`src/verilog/osf_cfg_pkg.sv`:
```
package osf_cfg_pkg;

	////////////////////////////////////////////////////////////
	// front-panel field widths
	////////////////////////////////////////////////////////////

	localparam int OSM_W   = 4;		// log2 oversample ratio field
	localparam int DELAY_W = 16;	// settling delay, in valid strobes
	localparam int MAX_OSM = 15;	// largest ratio is 2^15 samples

	////////////////////////////////////////////////////////////
	// settings in force
	////////////////////////////////////////////////////////////

	// only changed on an enabled update pulse
	// survives channel deactivation, cleared by osf_reset only
	typedef struct packed {
		logic [OSM_W-1:0]   osm;			// log2 of block length
		logic [DELAY_W-1:0] cycle_delay;	// strobes skipped after each block
	} osf_cfg_t;

endpackage
```
`src/verilog/osf_state_pkg.sv`:
```
package osf_state_pkg;

	////////////////////////////////////////////////////////////
	// filter fsm encoding
	////////////////////////////////////////////////////////////

	typedef enum logic [1:0] {
		ST_IDLE   = 2'd0,	// waiting for activate
		ST_SAMPLE = 2'd1,	// accumulating valid samples
		ST_SEND   = 2'd2,	// one cycle, mean presented
		ST_DELAY  = 2'd3	// dropping strobes while the DAC settles
	} osf_state_t;

	////////////////////////////////////////////////////////////
	// accumulator growth
	////////////////////////////////////////////////////////////

	// 2^MAX_OSM samples add at most MAX_OSM bits
	// sum width is W_IN + SUM_EXTRA
	localparam int SUM_EXTRA = osf_cfg_pkg::MAX_OSM;

endpackage

```
`src/verilog/osf_channel.sv`:
```
module osf_channel #(
	parameter int W_IN  = 18,	// controller sample width
	parameter int W_OUT = 16	// output width toward the DAC
)(
	input  logic                                 clk_in,
	input  logic                                 osf_reset,

	// controller core
	input  logic signed [W_IN-1:0]               data,
	input  logic                                 data_valid,

	// front panel
	input  logic [osf_cfg_pkg::DELAY_W-1:0]      cycle_delay,
	input  logic [osf_cfg_pkg::OSM_W-1:0]        osm,
	input  logic                                 update_en,
	input  logic                                 update,
	input  logic                                 activate,

	// toward the DAC side
	output logic signed [W_OUT-1:0]              out_data,
	output logic                                 out_valid,
	output logic                                 overflow
);

	////////////////////////////////////////////////////////////
	// stage wiring
	////////////////////////////////////////////////////////////

	osf_cfg_pkg::osf_cfg_t                                  cfg;			// latch -> filter
	logic signed [W_IN+osf_state_pkg::SUM_EXTRA-1:0]        mean;		// filter -> clamp
	logic                                                   mean_valid;

	param_latch u_param_latch (
		.clk_in      (clk_in),
		.osf_reset   (osf_reset),
		.cycle_delay (cycle_delay),
		.osm         (osm),
		.update_en   (update_en),
		.update      (update),
		.cfg         (cfg)
	);

	oversample_filter #(
		.W_IN (W_IN)
	) u_oversample_filter (
		.clk_in     (clk_in),
		.osf_reset  (osf_reset),
		.activate   (activate),
		.data       (data),
		.data_valid (data_valid),
		.cfg        (cfg),
		.mean       (mean),
		.mean_valid (mean_valid)
	);

	output_saturate #(
		.W_IN  (W_IN),
		.W_OUT (W_OUT)
	) u_output_saturate (
		.clk_in     (clk_in),
		.osf_reset  (osf_reset),
		.mean       (mean),
		.mean_valid (mean_valid),
		.out_data   (out_data),
		.out_valid  (out_valid),
		.overflow   (overflow)
	);

endmodule

```
`src/verilog/output_saturate.sv`:
```
module output_saturate #(
	parameter int W_IN  = 18,	// filter input width, sets the mean width
	parameter int W_OUT = 16	// DAC side width
)(
	input  logic                                              clk_in,
	input  logic                                              osf_reset,
	input  logic signed [W_IN+osf_state_pkg::SUM_EXTRA-1:0]   mean,
	input  logic                                              mean_valid,
	output logic signed [W_OUT-1:0]                           out_data,	// held between strobes
	output logic                                              out_valid,
	output logic                                              overflow	// clamp happened
);

	localparam int w_sum = W_IN + osf_state_pkg::SUM_EXTRA;

	// signed W_OUT range, in mean width
	localparam logic signed [w_sum-1:0] lim_hi = w_sum'(2 ** (W_OUT - 1) - 1);
	localparam logic signed [w_sum-1:0] lim_lo = -lim_hi - 1;

	logic over_hi;	// above positive limit
	logic over_lo;	// below negative limit

	assign over_hi = (mean > lim_hi);
	assign over_lo = (mean < lim_lo);

	////////////////////////////////////////////////////////////
	// registered clamp
	////////////////////////////////////////////////////////////

	always_ff @(posedge clk_in) begin
		if (mean_valid) begin
			if (over_hi)      out_data <= lim_hi[W_OUT-1:0];
			else if (over_lo) out_data <= lim_lo[W_OUT-1:0];
			else              out_data <= mean[W_OUT-1:0];	// fits, drop sign copies
		end
	end

	always_ff @(posedge clk_in) begin
		if (osf_reset) begin
			out_valid <= 1'b0;
			overflow  <= 1'b0;
		end else begin
			out_valid <= mean_valid;	// one cycle behind the filter
			overflow  <= mean_valid & (over_hi | over_lo);	// only with out_valid
		end
	end

endmodule

```
`src/verilog/oversample_filter.sv`:
```
module oversample_filter #(
	parameter int W_IN = 18	// sample width from the controller core
)(
	input  logic                                              clk_in,
	input  logic                                              osf_reset,
	input  logic                                              activate,	// low clears the filter
	input  logic signed [W_IN-1:0]                            data,
	input  logic                                              data_valid,	// irregular strobe
	input  osf_cfg_pkg::osf_cfg_t                             cfg,
	output logic signed [W_IN+osf_state_pkg::SUM_EXTRA-1:0]   mean,		// not narrowed
	output logic                                              mean_valid
);

	localparam int w_sum = W_IN + osf_state_pkg::SUM_EXTRA;	// accumulator width
	localparam int w_cnt = osf_cfg_pkg::DELAY_W;				// covers 2^MAX_OSM too

	osf_state_pkg::osf_state_t state;
	osf_state_pkg::osf_state_t state_nxt;

	logic                            clr;		// reset or channel off
	logic [w_cnt-1:0]                cnt;		// valid strobes seen in this state
	logic [w_cnt-1:0]                blk_max;	// 2^osm - 1
	logic [osf_cfg_pkg::OSM_W-1:0]   osm_blk;	// osm of the running block
	logic signed [w_sum-1:0]         sum;
	logic                            blk_done;	// last sample of block accepted
	logic                            dly_done;	// settling skip finished

	assign clr = osf_reset | ~activate;

	////////////////////////////////////////////////////////////
	// block length and skip count
	////////////////////////////////////////////////////////////

	assign blk_max  = (w_cnt'(1) << osm_blk) - 1'b1;
	assign blk_done = data_valid && (cnt == blk_max);

	// zero delay leaves ST_DELAY on the next edge
	assign dly_done = (cfg.cycle_delay == '0) ||
		(data_valid && (cnt == cfg.cycle_delay - 1'b1));

	// osm frozen while a block runs, a mid-block update waits for the next one
	always_ff @(posedge clk_in) begin
		if (state == osf_state_pkg::ST_IDLE || state == osf_state_pkg::ST_DELAY) begin
			osm_blk <= cfg.osm;
		end
	end

	////////////////////////////////////////////////////////////
	// fsm
	////////////////////////////////////////////////////////////

	always_ff @(posedge clk_in) begin
		if (clr) begin
			state <= osf_state_pkg::ST_IDLE;
		end else begin
			state <= state_nxt;
		end
	end

	always_comb begin
		state_nxt = state;	// hold by default
		case (state)
			osf_state_pkg::ST_IDLE: begin
				state_nxt = osf_state_pkg::ST_SAMPLE;	// clr covers activate low
			end
			osf_state_pkg::ST_SAMPLE: begin
				if (blk_done) state_nxt = osf_state_pkg::ST_SEND;
			end
			osf_state_pkg::ST_SEND: begin
				state_nxt = osf_state_pkg::ST_DELAY;	// exactly one cycle
			end
			osf_state_pkg::ST_DELAY: begin
				if (dly_done) state_nxt = osf_state_pkg::ST_SAMPLE;
			end
			default: state_nxt = osf_state_pkg::ST_IDLE;
		endcase
	end

	// counts accepted or skipped strobes, restarts on every state change
	always_ff @(posedge clk_in) begin
		if (clr) begin
			cnt <= '0;
		end else if (state != state_nxt) begin
			cnt <= '0;
		end else if (data_valid) begin
			cnt <= cnt + 1'b1;
		end
	end

	////////////////////////////////////////////////////////////
	// accumulator and divide by shift
	////////////////////////////////////////////////////////////

	always_ff @(posedge clk_in) begin
		if (clr) begin
			sum <= '0;	// partial block discarded
		end else if (state == osf_state_pkg::ST_SAMPLE) begin
			if (data_valid) begin
				sum <= sum + {{osf_state_pkg::SUM_EXTRA{data[W_IN-1]}}, data};	// sign extend
			end
		end else if (state != osf_state_pkg::ST_SEND) begin
			sum <= '0;	// idle and delay start the next block clean
		end
	end

	assign mean       = sum >>> osm_blk;	// arithmetic, rounds toward -inf
	assign mean_valid = (state == osf_state_pkg::ST_SEND);

endmodule

```
`src/verilog/param_latch.sv`:
```
module param_latch (
	input  logic                                 clk_in,
	input  logic                                 osf_reset,
	input  logic [osf_cfg_pkg::DELAY_W-1:0]      cycle_delay,	// from front panel
	input  logic [osf_cfg_pkg::OSM_W-1:0]        osm,			// from front panel
	input  logic                                 update_en,	// arms the update pulse
	input  logic                                 update,		// one-cycle update strobe
	output osf_cfg_pkg::osf_cfg_t                cfg			// settings in force
);

	logic upd_take;	// enabled update seen this edge

	assign upd_take = update & update_en;

	////////////////////////////////////////////////////////////
	// settings register
	////////////////////////////////////////////////////////////

	// panel writes land here only when armed
	// activate is not an input, deactivation keeps the values
	always_ff @(posedge clk_in) begin
		if (osf_reset) begin
			cfg <= '0;	// osm 0, no settling delay
		end else if (upd_take) begin
			cfg.osm         <= osm;
			cfg.cycle_delay <= cycle_delay;	// used from the next cycle on
		end
	end

endmodule

```
`config.mk`:
```
export PLATFORM = sky130hd
export DESIGN_NAME = osf_channel
export DESIGN_NICKNAME = d
export VERILOG_FILES = /design/src/verilog/osf_cfg_pkg.sv /design/src/verilog/osf_state_pkg.sv /design/src/verilog/osf_channel.sv /design/src/verilog/output_saturate.sv /design/src/verilog/oversample_filter.sv /design/src/verilog/param_latch.sv
export SDC_FILE = /design/constraint.sdc
export NUM_CORES = 1
export LEC_CHECK = 0
export BUFFER_PORTS_ARGS = -buffer_cell sky130_fd_sc_hd__buf_4
export CORE_AREA = 10 10 135 137
export CTS_BUF_LIST = sky130_fd_sc_hd__clkbuf_4
export CTS_CLUSTER_SIZE = 20
export DETAILED_ROUTE_END_ITERATION = 8
export DIE_AREA = 0 0 145 147
export PLACE_DENSITY_LB_ADDON = 0.12
export REMOVE_ABC_BUFFERS = 1
export SLEW_MARGIN = 20
export SYNTH_ARGS = -nofsm -noshare
export SYNTH_HDL_FRONTEND = slang
export SYNTH_SLANG_ARGS = --single-unit
```
`constraint.sdc`:
```
create_clock -name clk_in -period 2.95 [get_ports clk_in]
set_input_delay 0.1475 -clock clk_in [delete_from_list [all_inputs] [get_ports clk_in]]
set_output_delay 0.1475 -clock clk_in [all_outputs]
set_load 0.005 [all_outputs]
```
==> results by stage, run 1 <==
Worst setup path:
- The cell repeated most along the worst path is sky130_fd_sc_hd__mux2_2.
- The total number of cells along the worst setup path is 9.
- The arrival time of data at the critical path endpoint is about 3.2 ns.
- The critical path required time is 3.28 ns.
- The number of cell instances on the worst register-to-register path is 9.
- The gate family responsible for the most delay along the worst path is compound AO/OA/AOI/OAI gates.
- The highest-delay cell along the critical path is sky130_fd_sc_hd__edfxtp_1.
- For this run, the slowest stage of the critical path takes 0.56 ns.
- The signal on the critical path passes through buf_12 -> mux2_2 -> mux2i_1 -> nor2_1 -> a21oi_1 -> mux2_2 -> or3_1 -> o31a_2 -> o21ai_0.
- STA classifies the critical path endpoint as a flop.
- Together, buffers and inverters on the worst path number 1.
- The worst setup path is of the flop to flop kind.
- The maximum net fanout on the critical path is 15.
- The startpoint kind of the worst setup timing path is a flop.

Layout:
- The multi-input combinational cell area is 5300 sq um.
- Across the whole layout, storage elements account for ~2100 sq um.
- The post-route netlist has between 10% and 20% of its cells at a drive strength greater than 1.
- Cells fill 58.9% of the core in the end.
- Leaving out fill and tap cells, the most frequent cells in the layout are 120 x sky130_fd_sc_hd__nand2_1, 109 x sky130_fd_sc_hd__buf_4, 73 x sky130_fd_sc_hd__dfxtp_1.
- The design area is 9180 sq um.
- The number of nets in the finished design is ~1100.
- The count of cells in the finished layout, fillers not included, comes to ~1300.
- The synthesis-to-layout area growth is 20.2%.
- Leaving out fill and tap cells, the most frequent cell in the layout is sky130_fd_sc_hd__nand2_1.
- The number of fill cells in the layout is about 1400.

Power and ir drop:
- The clock power share is between 20% and 30%.
- In this run the power spent charging and discharging nets is 0.000969 W.
- Sequential cells burn 46.3% of the power.
- The portion of total power attributed to combinational logic is 27.4%.
- The maximum ir drop on the vdd rail is 0.246 mV.
- The total leakage power is 3.71 nW.
- The power per standard cell area is 322 nW/um^2.
- Net switching is between 30% and 40% of the power.
- The internal power consumption is 0.00198 W.

GRT:
- The number of antenna violations at the first check in global routing came to 2.
- The total track usage is 19.4%.
- The total overflow left after global routing is 0.
- The first global-routing pass estimated 35.0 mm of wire.
- The maximum number of pins on one net before global-route repair is 41.
- The number of global-route vias before repair is 6711.

CTS:
- The CTS tree is built.
- The clock latency at the later pin of the worst-skew pair is approximately 0.50 ns.
- The total number of H-tree levels is 3.
- Clock tree synthesis found a total of 93 sinks.
- Clock-pin slew was measured on the worst setup and hold paths at 0.16 ns.
- The clock passes through at most 2 buffers.
- The clock buffer count from CTS is 9.
- In this run the clock root is driven by a sky130_fd_sc_hd__clkbuf_4.

Die:
- The area of the core is 15600 sq um.
- Once the floorplan was initialized, standard cells occupied 49.0% of the core.
- The width of the die is 145 um.
- The die covers 21300 sq um.
- After floorplanning, the core was divided into 46 placement rows.
- Measured along the y axis, the die boundary spans 147 um.
- The boundary pin count is just over 60.

Place:
- The total placed instance area is 8510 sq um.
- The wire-length estimate of the detail-placed layout is 15.8 mm.
- The number of port buffers is 61.
- The global placement routability congestion is 0.876.
- Once placement completed, the tool counted placed cells totaling 1195.

Yosys:
- The yosys synthesis warning count is 0.
- The mean post-synth cell area is between 8 and 9 sq um.
- Yosys mapped a number of flops with a built-in enable equal to 20.
- The number of distinct library cells after synthesis is 76.
- In this run, synthesis produced a sequential element count of slightly above 90.
- The number of instances in the synthesized netlist is between 900 and 1000.
- Sequential cells were found to cover between 20% and 30% of the synthesized design area.
- The share of synthesized cell area in and, or, nand and nor gates is around a fifth.
- By area, the combinational part of the netlist is dominated by compound AO/OA/AOI/OAI gates.
- Summing the areas of all compound-gate instances in the mapped netlist gives 22.3% of the synthesized area.
- After Yosys synthesis, full adders, half adders and majority gates account for 6.81% of the synthesized area.
- Among all flip-flop cells after synthesis, the most frequent one is sky130_fd_sc_hd__dfxtp_1.
- Of all flip-flops after synthesis, the portion carrying an async set or reset was 0%.
- In the synthesized netlist, mux cells make up 10.7% of the area.
- The total standard cell area after synthesis is 7640 sq um.
- The synthesized-area fraction occupied by xor and xnor cells is 7.57%.

Detailed routing:
- The vias per cell is 5.81.
- The routed layout has 7304 vias.
- Before antenna repair, the detailed router went through 5 iterations.
- The detail route stage leaves a number of antenna-violating nets equal to 0.
- After detailed routing, the average wire length per cell comes to 17.0 um.
- After detailed routing, the number of remaining DRC violations is 0.
- The final wirelength is 21.4 mm.
- The detailed router's first-iteration violation count is 716.

Status:
- The flow ran to the end, and the final reports show no timing, DRC or antenna violations.

Timing:
- The count of endpoints failing setup in the final report is 0.
- The achievable clock frequency is 355 MHz.
- Setup repair after global routing could not meet its margin everywhere.
- Between clock sinks in the finished design, the worst skew comes to approximately 0.022 ns.
- The final critical path takes up 95.5% of the cycle.
- The actual transition at the worst max-transition pin is 0.706 ns.
- The final hold violation count is 0.
- For the final routed database, the setup TNS stands at 0 ns.
- The remaining max-slew budget at the tightest pin is 52.9%.
- The count of pins over their slew limit is 0.
- The post-route minimum period is about 2.8 ns.

Hold path:
- Along the worst hold path, the cell count comes to 3.
- The type of the worst min-delay path is primary input to flop.

Run:
- Max-cap violations in this run came to 0.
state kept, by name (all words and copies together) (netlist names):
register / cells
u_output_saturate.out_data: 16
u_output_saturate.out_valid: 1
u_output_saturate.overflow: 1
u_oversample_filter.cnt: 16
u_oversample_filter.osm_blk: 4
u_oversample_filter.state: 2
u_oversample_filter.sum: 33
u_param_latch.cfg: 20
worst paths after layout:
kind                                       startpoint                                           to  slack, ns
max          u_oversample_filter.osm_blk[1]$_DFFE_PP_  u_output_saturate.out_data[6]$_SDFFCE_PP1P_       0.13
min                                        data_valid      u_oversample_filter.cnt[0]$_SDFFE_PP0P_       0.03
max reg2reg  u_oversample_filter.osm_blk[1]$_DFFE_PP_  u_output_saturate.out_data[6]$_SDFFCE_PP1P_       0.13
min reg2reg        u_param_latch.cfg[16]$_SDFFE_PP0P_     u_oversample_filter.osm_blk[0]$_DFFE_PP_       0.47
metal layers:
layer | wire length [um] | vias up | track usage (%)
li1 | - | 3642 | -
met1 | 10600 | 3430 | 28.7
met2 | 9350 | 217 | 28.9
met3 | 1210 | 15 | 2.83
met4 | 196 | 0 | 4.55
met5 | 0 | - | 0
synthesized netlist by cell type (all sizes together) (10+ instances only):
master | number | area share, %
a21oi | 74 | 4.8
mux2i | 39 | 5.1
ha | 40 | 6.5
nor3 | 36 | 3.1
mux4 | 14 | 4.1
o21ai | 57 | 3.7
a22o | 11 | 1.3
buf | 20 | 1.5
xnor2 | 33 | 3.8
edfxtp | 20 | 7.9
clkbuf | 46 | 2.3
inv | 20 | 0.98
nand4 | 16 | 1.3
a21o | 17 | 1.7
xor2 | 33 | 3.8
nand3 | 25 | 1.6
nor2 | 73 | 3.6
mux2 | 10 | 1.5
a22oi | 22 | 2.2
dfxtp | 73 | 19
nand2 | 120 | 5.9
power by group through the flow:
| stage | registers (W) | logic, W | clock network [W] |
|---|---|---|---|
| 4_1_cts | 0.00137 | 0.000777 | 0.000794 |
| 2_1_floorplan | 0.00143 | 0.000456 | 0 |
| 6_report | 0.00137 | 0.000808 | 0.000778 |
| 3_3_place_gp | 0.00139 | 0.000733 | 0 |
| 5_1_grt | 0.00137 | 0.000894 | 0.000842 |
| 3_5_place_dp | 0.00139 | 0.000735 | 0 |
per-stage QoR:
stage	hold WS, ns	setup slack (ns)	power, W
global route	0.0224	-0.0191	0.00311
finish	0.0315	0.132	0.00295
floorplan	0.217	-1.33	0.00188
CTS	0.00654	0.0533	0.00294
detailed placement	0.408	0.0501	0.00213
global placement	0.400	0.00587	0.00213
what timing repair did:
action / CTS / global route
resized for setup: 1 / 19
endpoints found under the hold margin: 21 / 0
setup endpoints to repair: 1 / 36
pin swaps: 0 / 2
setup buffers: 0 / 3
cloned: 0 / 0
hold buffers: 41 / 0
area by class of cell:
class,count,share of cell area [%]
clock inverters,7,0.872
inverters,22,0.899
well taps,216,2.94
multi-input cells,753,57.7
diodes,2,0.0545
repair buffers,155,14.4
flip-flops and latches,93,22.5
clock buffers,9,0.736
logic make-up after synthesis:
family,count (synthesis)
and+or+nand+nor,321
buffers and inverters,88
AOI/OAI and AO/OA,262
muxes,63
xor gates and xnor gates,66
adders and majority gates,41
DFF,93
worst min-delay path, cell delays in order:
cell and delay (ns):
sky130_fd_sc_hd__buf_4 0.16, sky130_fd_sc_hd__xnor2_1 0.13, sky130_fd_sc_hd__nor3_1 0.04
Power figures use the tool's default switching activity.
==> run 2, diff against run 1 <==
==> constraint.sdc (replaced) <==
create_clock -name clk_in -period 3.3 [get_ports clk_in]
set_input_delay 0.165 -clock clk_in [delete_from_list [all_inputs] [get_ports clk_in]]
set_output_delay 0.165 -clock clk_in [all_outputs]
set_load 0.005 [all_outputs]
==> run 2 against run 1 <==
Count of clock-buffer cells in the layout is 1 higher. Final cell count fell by 1.9%. Core utilization fell by 1.9 points. Sequential cell count is the same. Setup slack improved by 0.16 ns. Critical endpoint is now u_oversample_filter.cnt[3]$_SDFFE_PP0P_. Largest power group unchanged. Highest routed layer unchanged.
==> results by stage, run 2 (synthesis gave the netlist of run 1 again) <==
Status:
- The flow ran to the end, and the final reports show no timing, DRC or antenna violations.

Detailed routing:
- The detailed router's first-iteration violation count is 501.
- In this run the remaining antenna-violating nets after routing total 0.
- The total via count in the routed design is approximately 7000.
- The number of iterations in the first detailed-routing pass is 5.
- The vias per cell is 5.80.
- The final wirelength is 20.8 mm.
- The post-route DRC violation count is 0.
- In the final routed layout, each cell accounts on average for 16.9 um.

Timing:
- At the pin with the least slew margin, the transition time is 0.763 ns.
- The final clock skew is 0.0236 ns.
- The achievable clock frequency is 332 MHz.
- The count of endpoints failing setup in the final report is 0.
- The worst path in the final design needs a cycle of between 3 and 4 ns, including I/O delays and setup.
- The smallest setup slack after layout is 0.288 ns.
- The count of pins over their slew limit is 0.
- Measured against its own limit, the worst slew margin works out to 49.1%.
- In the final timing run, aggregate negative setup slack is 0 ns.
- The final hold violation count is 0.
- Setup repair after global routing left no endpoint under its margin.
- Dividing the final minimum period by the clock period gives between 90% and 100%.

Worst setup path:
- Along the worst path, the maximum fanout reaches 16.
- The startpoint kind of the worst setup timing path is a flop.
- The critical path goes through buf_4 -> nor3_1 -> nand2_1 -> ha_1 -> buf_4 -> xor2_1 -> nor2_1 -> a21oi_1 -> xnor2_1 -> a211oi_1 -> nand4_1 -> a21oi_1 -> buf_4 -> nor3_1.
- In this design, the stage delay of the slowest critical-path cell is between 0.4 and 0.5 ns.
- STA classifies the critical path endpoint as a flop.
- For the worst setup path, the data required time is approximately 3.7 ns.
- The critical path is of the flop to flop type.
- The highest-delay cell along the critical path is sky130_fd_sc_hd__edfxtp_1.
- By instance count, the cell type seen most on the critical path is sky130_fd_sc_hd__buf_4.
- Data arrives at the worst endpoint at between 3 and 4 ns.
- The number of cell instances on the worst register-to-register path is 14.

Layout:
- The number of fill cells in the layout is 1460.
- The synthesis-to-layout area growth is 16.3%.
- The multi-input combinational cell area is 5210 sq um.
- The commonest non-fill, non-tap cell in the layout is sky130_fd_sc_hd__nand2_1.
- The finished cells cover 8890 sq um.
- The repair_antennas step left the layout with diodes totalling 0.
- The library cells used most frequently in the layout, excluding fill and tap cells, are 120 x sky130_fd_sc_hd__nand2_1, 90 x sky130_fd_sc_hd__buf_4, 74 x sky130_fd_sc_hd__a21oi_1.
- For this run, the share of the core covered by cells in the final layout is 57.0%.
- The flip-flop count of the largest register, all copies and words added is 33.
- The largest registers in the layout are u_oversample_filter.sum x33, u_param_latch.cfg x20.
- The register with the highest flop count is u_oversample_filter.sum.
- The fraction of final layout cells with drive strength greater than 1 is 15.0%.
- The net count of the finished layout is 1097.
- The register cell area after layout is 2060 sq um.

CTS:
- After clock tree synthesis, the clock-pin slew on the worst setup and hold paths is 0.15 ns.
- The number of setup buffers added after CTS is 0.
- TritonCTS built the clock tree.
- Clock latency on the worst-skew pair, taken at its later pin, is 0.49 ns.
- The maximum buffer depth of the clock tree is 2.
- TritonCTS created 9 clock buffers.
- The root buffer cell is sky130_fd_sc_hd__clkbuf_4.
- Buffers inserted to repair hold after CTS numbered 42.
- CTS saw 93 sinks.
- In this run the number of H-tree levels came out at 3.
- The number of gates resized after cts is 0.

Place:
- The global placement routability congestion is 0.915.
- The placed instances occupy a cell area of about 8300 sq um.
- The pre-CTS setup slack is 0.352 ns.
- Once detailed placement completed, the half-perimeter wirelength came to 15.5 mm.
- During placement, the flow inserted port buffers numbering 61.

GRT:
- The number of global-route vias before repair came to 6717.
- The global-route wire length before repair is 34.3 mm.
- Global routing consumed, over all layers together, between 10% and 20% of the routing resources.
- Entering global routing, the biggest net connects 48 pins.
- The number of antenna violations at the first check in global routing is 0.
- For this run the aggregate overflow at the end of global routing stands at 0.

Die:
- For this configuration, the core starts out at a cell density of 49.0%.
- The site row count is 46.
- The die is 147 um tall.
- The die covers 21300 sq um.
- 62 I/O pins were placed.
- The width of the die is about 150 um.
- The core region is 15600 sq um.

Power and ir drop:
- Total power for the finished layout comes to around 0.0026 W.
- The maximum ir drop on the vdd rail is 0.205 mV.
- The power per standard cell area is 289 nW/um^2.
- The total leakage power is 3.57 nW.

Hold path:
- The worst hold path belongs to the class primary input to flop.
- The worst hold path passes through 2 cells.

Run:
- The reported max-cap violation count is 0.
run 2: cell count changes in the layout (fill, tap and decap cells not counted), moves of 2 or more:
cell | before | now
sky130_fd_sc_hd__buf_12 | 4 | 1
sky130_fd_sc_hd__o21ai_1 | 2 | 0
sky130_fd_sc_hd__buf_4 | 109 | 90
sky130_fd_sc_hd__a21oi_2 | 2 | 0
sky130_fd_sc_hd__diode_2 | 2 | 0
sky130_fd_sc_hd__o21ai_0 | 55 | 57
sky130_fd_sc_hd__a21oi_1 | 72 | 74
sky130_fd_sc_hd__nor3_1 | 23 | 25
sky130_fd_sc_hd__nor3_2 | 13 | 11
run 2: metrics by stage:
step | instances | hold WS (ns)
6_report | 1233 | 0.0800
5_1_grt | 1233 | 0.0706
4_1_cts | 1233 | 0.0489
3_5_place_dp | 1175 | 0.415
3_3_place_gp | 1175 | 0.415
2_1_floorplan | 868 | 0.234
run 2: cell type report:
cell class,instances,share of cell area [%]
Multi-Input combinational cell,753,58.6
Sequential cell,93,23.2
Timing Repair Buffer,133,12.6
Tap cell,216,3.04
Inverter,22,0.929
Clock buffer,10,0.845
Clock inverter,6,0.788
run 2: power by group:
group	leakage [nW]	total [W]	internal [W]	switching, W
Clock	0.0814	0.000663	0.000246	0.000417
Combinational	2.71	0.000681	0.000310	0.000371
Sequential	0.778	0.00122	0.00119	0.0000311
Total	3.57	0.00257	0.00175	0.000819
run 2: worst max-delay path, delay by kind of cell, from the launching register on:
family | cells | cell delay, ns
AOI/OAI and AO/OA | 3 | 0.59
xor gates and xnor gates | 2 | 0.25
adders and majority gates | 1 | 0.30
buffers and inverters | 3 | 0.69
DFF | 1 | 0.42
and+or+nand+nor | 5 | 0.69
run 2: routing by layer:
layer	up-vias	routed length (um)	part of all wire, %	track usage (%)
met5	-	0	0	0
met4	0	214	1.0	4.44
met3	18	1290	6.2	3.32
met2	221	8790	42	28.4
met1	3328	10500	51	27.6
li1	3584	-	-	-
run 2: path summary, 6_finish.rpt:
kind                                                                from                                  endpoint  slack (ns)
worst min register to register        u_param_latch.cfg[18]$_SDFFE_PP0P_  u_oversample_filter.osm_blk[2]$_DFFE_PP_        0.43
worst min-delay path                                           osf_reset    u_output_saturate.out_valid$_SDFF_PP0_        0.08
worst max register to register  u_oversample_filter.osm_blk[1]$_DFFE_PP_   u_oversample_filter.cnt[3]$_SDFFE_PP0P_        0.29
worst max-delay path            u_oversample_filter.osm_blk[1]$_DFFE_PP_   u_oversample_filter.cnt[3]$_SDFFE_PP0P_        0.29
